## src/rtl/rob_pkg.sv

```systemverilog
// ROB package
// Slot count, commit width bound and the index, pointer and count types
// shared by the reorder buffer blocks

package rob_pkg;

	// ============================================================
	// Sizes
	// ============================================================

	// Number of reorder buffer slots
	localparam int ROB_ENTRIES = 8;

	// Width of a slot index
	localparam int ROB_NDX_W = $clog2(ROB_ENTRIES);

	// Upper bound on the number of entries retired in one cycle
	localparam int MAX_XWID = 4;

	// A commit count has to hold 0 through MAX_XWID inclusive
	localparam int CMT_CNT_W = $clog2(MAX_XWID + 1);

	// Checkpoint index width; four checkpoints in flight
	localparam int CNDX_W = 2;

	// ============================================================
	// Types
	// ============================================================

	// Slot index into the entry array
	typedef logic [ROB_NDX_W-1:0] rob_ndx_t;

	// Head and tail pointers carry one extra wrap bit
	// Equal pointers mean empty, pointers that differ only in the
	// wrap bit mean full
	typedef logic [ROB_NDX_W:0] rob_ptr_t;

	// Checkpoint index attached to each instruction at dispatch
	typedef logic [CNDX_W-1:0] cndx_t;

	// Number of entries retired together
	typedef logic [CMT_CNT_W-1:0] cmt_cnt_t;

endpackage

```

## src/rtl/rob_alloc.sv

```systemverilog
// ROB allocation
// Owns the tail pointer, accepts one dispatch per cycle into the tail
// slot and rewinds the tail to the committed head on a flush

`timescale 1ns/100ps

module rob_alloc import rob_pkg::*; (
	input  logic                   clk,
	input  logic                   rst,
	input  logic                   disp_valid,
	input  rob_ptr_t               head_ptr,
	input  cmt_cnt_t               retire_count,
	input  logic                   flush,
	input  rob_ptr_t               flush_ptr,
	output logic                   disp_ready,
	output rob_ndx_t               disp_tag,
	output logic [ROB_ENTRIES-1:0] alloc_we,
	output rob_ptr_t               tail_ptr
);

	logic     accept;
	logic     full_q;
	rob_ptr_t tail_next;
	rob_ptr_t head_next;
	rob_ptr_t occ_next;

	// ============================================================
	// Dispatch handshake
	// ============================================================

	// No dispatch while the ROB is full or while younger entries are
	// being thrown away
	assign disp_ready = !full_q && !flush;
	assign accept = disp_valid && disp_ready;

	// The instruction lands in the slot the tail points at
	assign disp_tag = tail_ptr[ROB_NDX_W-1:0];

	// One-hot write strobe for the tail slot
	always_comb begin
		alloc_we = '0;
		alloc_we[disp_tag] = accept;
	end

	// ============================================================
	// Tail pointer and fullness
	// ============================================================

	// Flush takes priority; dispatch is refused in that cycle anyway
	always_comb begin
		if (flush)
			tail_next = flush_ptr;
		else if (accept)
			tail_next = tail_ptr + 1'b1;
		else
			tail_next = tail_ptr;
	end

	// The commit block moves the head by the same count on this edge
	assign head_next = head_ptr + rob_ptr_t'(retire_count);

	// Occupancy after the edge follows from the two pointers
	// Wrap-around subtraction gives 0 to ROB_ENTRIES directly
	assign occ_next = tail_next - head_next;

	always_ff @(posedge clk) begin
		if (rst) begin
			tail_ptr <= '0;
			full_q <= 1'b0;
		end else begin
			tail_ptr <= tail_next;
			// Registered so that ready does not wait on the commit group
			full_q <= (occ_next == rob_ptr_t'(ROB_ENTRIES));
		end
	end

endmodule

```

## src/rtl/rob_commit_count.sv

```systemverilog
// ROB commit group
// Picks how many entries at the head retire together this cycle,
// advances the head, clears the retired slots and raises a flush when
// the group ends in an exception. The commit report is registered

`timescale 1ns/100ps

module rob_commit_count import rob_pkg::*; #(
	parameter int XWID = 4
) (
	input  logic                   clk,
	input  logic                   rst,
	input  rob_ptr_t               tail_ptr,
	input  logic [ROB_ENTRIES-1:0] ent_valid,
	input  logic [ROB_ENTRIES-1:0] ent_done,
	input  logic [ROB_ENTRIES-1:0] ent_oddball,
	input  logic [ROB_ENTRIES-1:0] ent_exc,
	input  logic [ROB_ENTRIES-1:0] ent_nan,
	input  cndx_t [ROB_ENTRIES-1:0] ent_cndx,
	output rob_ptr_t               head_ptr,
	output logic [ROB_ENTRIES-1:0] retire_mask,
	output cmt_cnt_t               retire_count,
	output logic                   flush,
	output rob_ptr_t               flush_ptr,
	output logic                   cmt_valid,
	output cmt_cnt_t               cmt_count,
	output rob_ndx_t               cmt_head,
	output logic                   cmt_exc
);

	rob_ptr_t               occupancy;
	rob_ndx_t               head_ndx;
	cmt_cnt_t               grp_cnt;
	logic [ROB_ENTRIES-1:0] grp_mask;
	logic                   grp_exc;

	// Every entry between head and tail is valid, so the distance
	// between the pointers bounds the group exactly
	assign occupancy = tail_ptr - head_ptr;
	assign head_ndx = head_ptr[ROB_NDX_W-1:0];

	// ============================================================
	// Group selection
	// ============================================================

	// Walk head+0 .. head+XWID-1 and stop at the first slot that
	// cannot join the group. A slot joins when it is done, nothing
	// before it serializes or faulted, it does not bring a second
	// NaN, and it shares the head's checkpoint
	always_comb begin
		rob_ndx_t slot;
		logic     run;
		logic     ok;
		logic     nan_seen;

		grp_cnt = '0;
		grp_mask = '0;
		grp_exc = 1'b0;
		nan_seen = 1'b0;
		// While the flush is out the slots past the head are stale
		run = !flush;
		for (int i = 0; i < XWID; i++) begin
			slot = rob_ndx_t'(head_ndx + i);
			ok = run && (i < occupancy) && ent_valid[slot] && ent_done[slot]
				&& !(nan_seen && ent_nan[slot])
				&& (ent_cndx[slot] == ent_cndx[head_ndx]);
			if (ok) begin
				grp_cnt = grp_cnt + 1'b1;
				grp_mask[slot] = 1'b1;
				nan_seen = nan_seen || ent_nan[slot];
				// Only the last member of a group can carry an exception
				grp_exc = ent_exc[slot];
				if (ent_oddball[slot] || ent_exc[slot])
					run = 1'b0;
			end else begin
				run = 1'b0;
			end
		end
	end

	// Slots clear on the same edge the head moves past them
	assign retire_mask = grp_mask;
	assign retire_count = grp_cnt;

	// The head has already stepped past the faulting entry when the
	// flush is out, so it is where the tail goes back to
	assign flush_ptr = head_ptr;

	// ============================================================
	// Head pointer and commit report
	// ============================================================

	always_ff @(posedge clk) begin
		if (rst) begin
			head_ptr <= '0;
			flush <= 1'b0;
			cmt_valid <= 1'b0;
			cmt_count <= '0;
			cmt_head <= '0;
			cmt_exc <= 1'b0;
		end else begin
			head_ptr <= head_ptr + rob_ptr_t'(grp_cnt);
			flush <= (grp_cnt != '0) && grp_exc;
			cmt_valid <= (grp_cnt != '0);
			cmt_count <= grp_cnt;
			cmt_head <= head_ndx;
			cmt_exc <= (grp_cnt != '0) && grp_exc;
		end
	end

endmodule

```

## src/rtl/rob_entry.sv

```systemverilog
// ROB slot
// Holds one instruction's status: valid, done, serializing flag,
// exception, NaN and the checkpoint index it was dispatched under

`timescale 1ns/100ps

module rob_entry import rob_pkg::*; (
	input  logic  clk,
	input  logic  rst,
	input  logic  alloc_we,
	input  logic  disp_oddball,
	input  cndx_t disp_cndx,
	input  logic  wb_hit,
	input  logic  wb_exc,
	input  logic  wb_nan,
	input  logic  retire,
	input  logic  flush,
	output logic  ent_valid,
	output logic  ent_done,
	output logic  ent_oddball,
	output logic  ent_exc,
	output logic  ent_nan,
	output cndx_t ent_cndx
);

	// Status bits
	// Allocation is checked first, although a full ROB and a flush both
	// block dispatch, so it never meets a retire or flush on one slot
	always_ff @(posedge clk) begin
		if (rst) begin
			ent_valid <= 1'b0;
			ent_done <= 1'b0;
			ent_exc <= 1'b0;
			ent_nan <= 1'b0;
		end else if (alloc_we) begin
			ent_valid <= 1'b1;
			ent_done <= 1'b0;
			ent_exc <= 1'b0;
			ent_nan <= 1'b0;
		end else if (retire || flush) begin
			ent_valid <= 1'b0;
		end else if (wb_hit && ent_valid) begin
			// The result is back and its flags are recorded
			ent_done <= 1'b1;
			ent_exc <= wb_exc;
			ent_nan <= wb_nan;
		end
	end

	// Decode attributes only change at dispatch
	always_ff @(posedge clk) begin
		if (alloc_we) begin
			ent_oddball <= disp_oddball;
			ent_cndx <= disp_cndx;
		end
	end

endmodule

```

## src/rtl/rob_top.sv

```systemverilog
// Reorder buffer top level
// Dispatch allocates at the tail, writeback marks slots done, and up to
// XWID entries (1 to 4) retire from the head each cycle

`timescale 1ns/100ps

module rob_top import rob_pkg::*; #(
	parameter int XWID = 4
) (
	input  logic     clk,
	input  logic     rst,
	// Dispatch
	input  logic     disp_valid,
	output logic     disp_ready,
	input  logic     disp_oddball,
	input  cndx_t    disp_cndx,
	output rob_ndx_t disp_tag,
	// Writeback
	input  logic     wb_valid,
	input  rob_ndx_t wb_tag,
	input  logic     wb_exc,
	input  logic     wb_nan,
	// Commit report
	output logic     cmt_valid,
	output cmt_cnt_t cmt_count,
	output rob_ndx_t cmt_head,
	output logic     cmt_exc
);

	logic [ROB_ENTRIES-1:0]  alloc_we;
	logic [ROB_ENTRIES-1:0]  retire_mask;
	logic [ROB_ENTRIES-1:0]  ent_valid;
	logic [ROB_ENTRIES-1:0]  ent_done;
	logic [ROB_ENTRIES-1:0]  ent_oddball;
	logic [ROB_ENTRIES-1:0]  ent_exc;
	logic [ROB_ENTRIES-1:0]  ent_nan;
	cndx_t [ROB_ENTRIES-1:0] ent_cndx;
	rob_ptr_t                tail_ptr;
	rob_ptr_t                head_ptr;
	rob_ptr_t                flush_ptr;
	cmt_cnt_t                retire_count;
	logic                    flush;

	rob_alloc u_alloc (
		.clk          (clk),
		.rst          (rst),
		.disp_valid   (disp_valid),
		.head_ptr     (head_ptr),
		.retire_count (retire_count),
		.flush        (flush),
		.flush_ptr    (flush_ptr),
		.disp_ready   (disp_ready),
		.disp_tag     (disp_tag),
		.alloc_we     (alloc_we),
		.tail_ptr     (tail_ptr)
	);

	// ============================================================
	// Slot array
	// ============================================================

	for (genvar g = 0; g < ROB_ENTRIES; g++) begin : g_slot
		logic wb_hit;

		// Writeback tag decode for this slot
		assign wb_hit = wb_valid && (wb_tag == rob_ndx_t'(g));

		rob_entry u_entry (
			.clk          (clk),
			.rst          (rst),
			.alloc_we     (alloc_we[g]),
			.disp_oddball (disp_oddball),
			.disp_cndx    (disp_cndx),
			.wb_hit       (wb_hit),
			.wb_exc       (wb_exc),
			.wb_nan       (wb_nan),
			.retire       (retire_mask[g]),
			.flush        (flush),
			.ent_valid    (ent_valid[g]),
			.ent_done     (ent_done[g]),
			.ent_oddball  (ent_oddball[g]),
			.ent_exc      (ent_exc[g]),
			.ent_nan      (ent_nan[g]),
			.ent_cndx     (ent_cndx[g])
		);
	end

	rob_commit_count #(
		.XWID (XWID)
	) u_commit (
		.clk          (clk),
		.rst          (rst),
		.tail_ptr     (tail_ptr),
		.ent_valid    (ent_valid),
		.ent_done     (ent_done),
		.ent_oddball  (ent_oddball),
		.ent_exc      (ent_exc),
		.ent_nan      (ent_nan),
		.ent_cndx     (ent_cndx),
		.head_ptr     (head_ptr),
		.retire_mask  (retire_mask),
		.retire_count (retire_count),
		.flush        (flush),
		.flush_ptr    (flush_ptr),
		.cmt_valid    (cmt_valid),
		.cmt_count    (cmt_count),
		.cmt_head     (cmt_head),
		.cmt_exc      (cmt_exc)
	);

endmodule

```

## config.mk

```make
export PLATFORM = sky130hd
export DESIGN_NAME = rob_top
export DESIGN_NICKNAME = d
export VERILOG_FILES = /design/src/rtl/rob_pkg.sv /design/src/rtl/rob_alloc.sv /design/src/rtl/rob_commit_count.sv /design/src/rtl/rob_entry.sv /design/src/rtl/rob_top.sv
export SDC_FILE = /design/constraint.sdc
export NUM_CORES = 1
export LEC_CHECK = 0
export ABC_AREA = 1
export CORE_MARGIN = 8
export CORE_UTILIZATION = 31
export CTS_CLUSTER_DIAMETER = 50
export DETAILED_ROUTE_END_ITERATION = 10
export DONT_BUFFER_PORTS = 1
export SYNTH_ARGS = -nofsm -noshare
export SYNTH_HDL_FRONTEND = slang
export SYNTH_SLANG_ARGS = --single-unit
```

## constraint.sdc

```tcl
create_clock -name clk -period 5.15 [get_ports clk]
set_input_delay 0.2575 -clock clk [delete_from_list [all_inputs] [get_ports clk]]
set_output_delay 0.2575 -clock clk [all_outputs]
set_load 0.005 [all_outputs]
```

==> metrics.yaml <==
holdCritStartpoint: "wb_exc"
post_drt_via_cell_ratio: 5.08
clk-insertion-delay-late_ns: 0.35
max_stage_delay_ns: 0.45
ys_seq_area_share_pct: 29.7
most-common-layout-cells: "nand2_1, inv_1, nor2_1, nand3_1, dfxtp_1"
seq_area_um2: 1700
grt_usage_pct: 15.7
dr_total_vias: 5766
drt-initial-drc-count: 524
crit_type: "reg -> reg"
cts_tree: "done"
dp_hpwl_um: 14000
cpMaxStageDelayCell: "fa_1"
grt_max_degree: 47
synthFlopType: "dfxtp_1"
antenna_cells: 0
wl_per_cell_um: 16.1
synth-edff-count: 24
fmax_ghz: 0.213
numCtsBuffers: 9
die_w_um: 152
async_flop_share_pct: 0
regToRegSetupSlack_ns: 0.45
cp_max_fo: 46
syn_area_per_cell_um2: 6.31
io_pins: 24
drive_gt1_share_pct: 7.73
switchingPower_mw: 0.337
setup_tns_ns: 0
rr_startpoint: "u_commit.flush_ptr[0]"
multi_input_area_um2: 3280
p_total_mw: 1.46
hp-class: "in -> reg"
crit_required_ns: 5.42
hold-path-endpoint: "g_slot[5].u_entry.ent_exc"
final_common_cell: "nand2_1"
combPwrFrac_pct: 7.8
cts_root_buf: "clkbuf_16"
first_pass_iters: 5
worst_pin_slew_ns: 0.913
cpLargestDelayFamily: "simple AND/OR/NAND/NOR gates"
antenna_found_initial: 0
intPower_mw: 1.13
yosysTopAreaCellShare_pct: 19.5
finalSetupViolCount: 0
drc: 0
min_period_ns: 4.70
ys_seq_elements: 73
core_area_um2: 18100
synth_nets: 942
syn-instance-count: 909
area.growth.synth_to_final_pct: 9.49
io_buffers: 0
detail-route-antenna-nets: 0
p_clk_share_pct: 50.3
synth.distinct_cells: 43
clock_path_buffers: 2
startpoint_type: "flop"
holdWs_ns: 0.0591
cts.sinks: 73
rows: 49
synth_area_leaders: "nand2_1, dfxtp_1, edfxtp_1"
placed_area_um2: 5880
grt_pass1_wl_um: 28500
clk_pin_slew_ns: 0.06
yosysTopAreaCell: "nand2_1"
power_leakage_nw: 2.79
timing.final.crit_share_pct: 91.2
hold_depth: 2
fill_cells: 1943
hold_violations: 0
cpMostUsedCell: "nand2_1"
max_slew_margin_pct: 38.9
gp_congestion: 1.05
endpoint_kind: "flop"
yosys_warnings: 0
reg2regPathDepth: 29
r2r_end: "u_alloc.full_q"
skew_ns: 0.0101
grt-ovfl-total: 0
switching_share_pct: 23.1
vdd_drop_max_mv: 0.166
outcome: "completed"
routed_wl_um: 18300
initial_utilization_pct: 31.7
finalNetCount: 935
cts_setup_buffers: 0
sequentialPowerShare_pct: 42.0
max-cap-violations: 0
p_per_area_nw_per_um2: 233
syn_area_um2: 5730
dieArea_um2: 23100
crit_buf_inv: 6
cp.arrival_ns: 4.97
grt_pass1_vias: 5197
slew_violations: 0
rsz0062_at_grt: "no"
die_y_um: 152
h-tree-depth: 3
fin_area_um2: 6280
power groups by stage:
stage          clock [mW]  sequential [mW]  combinational (mW)
6_report            0.735            0.614               0.113
2_1_floorplan           0            0.623              0.0840
5_1_grt             0.769            0.615               0.129
3_3_place_gp            0            0.627               0.104
4_1_cts             0.749            0.614               0.113
3_5_place_dp            0            0.627               0.104
metrics by stage:
stage,utilization [%],worst slack (ns),cells
final,34.7,0.452,1135
after CTS,34.7,0.347,1135
after floorplan,-,0.442,909
after global routing,34.7,0.00131,1135
after detailed placement,32.5,0.364,1116
after global placement,32.5,0.412,1116
flip-flops by register name (all words and copies together) (netlist names):
register	count
g_slot.u_entry.ent_cndx	16
g_slot.u_entry.ent_done	8
g_slot.u_entry.ent_exc	8
g_slot.u_entry.ent_nan	8
g_slot.u_entry.ent_oddball	8
g_slot.u_entry.ent_valid	8
u_alloc.tail_ptr	4
u_commit.flush_ptr	4
u_commit.cmt_count	3
u_commit.cmt_head	3
u_alloc.full_q	1
u_commit.cmt_valid	1
u_commit.flush	1
layout make-up:
class                      instances  area share (%)
multi-input combinational        666            52.3
clock buffer                      12            4.46
inverter                         135            8.15
sequential                        73            27.1
timing repair buffer              17            2.25
tap                              229            4.56
clock inverter                     3            1.10
worst max path at each step:
stage                                from              to  slack, ns  cells past startpoint
floorplan           u_commit.flush_ptr[0]  u_alloc.full_q       0.44                     31
global placement    u_commit.flush_ptr[0]  u_alloc.full_q       0.41                     29
detailed placement  u_commit.flush_ptr[0]  u_alloc.full_q       0.36                     29
CTS                 u_commit.flush_ptr[0]  u_alloc.full_q       0.35                     29
global route        u_commit.flush_ptr[0]  u_alloc.full_q      0.001                     29
finish              u_commit.flush_ptr[0]  u_alloc.full_q       0.45                     29
routing by layer:
metal,track usage (%),part of all wire (%)
met1,20.6,45
met2,24.5,44
met3,3.77,8.6
met4,6.04,2.5
met5,0,0
repair_timing:
action | 4_1_cts | 5_1_grt
hold endpoints to repair | 44 | 0
endpoints found under the setup margin | 0 | 1
gates resized for setup | 0 | 3
hold buffers | 4 | 0
cells in the mapped netlist (2+ instances only):
library cell	number
o21ai_0	41
nand4_1	7
xor2_1	4
inv_2	3
dfxtp_1	49
a21oi_1	27
a22oi_1	5
o22ai_1	3
nand2_2	9
nand3_2	10
o2111ai_1	2
buf_2	10
o21ai_1	10
fa_1	2
nand2_1	298
o211ai_1	3
buf_4	7
nand3_1	88
edfxtp_1	24
nor3_1	5
buf_6	9
o21bai_1	16
inv_1	131
a31o_2	8
nor2_4	3
ha_1	19
clkbuf_1	9
nor2_1	92
cell families after synthesis:
logic type	after synthesis	synth area share, %
xor gates and xnor gates	5	0.764
AOI/OAI and AO/OA	120	12.5
and+or+nand+nor	520	39.1
adders and majority gates	21	4.85
DFF	73	29.7
buffers and inverters	170	13.1
No activity file was read; power rests on OpenSTA's default activity.
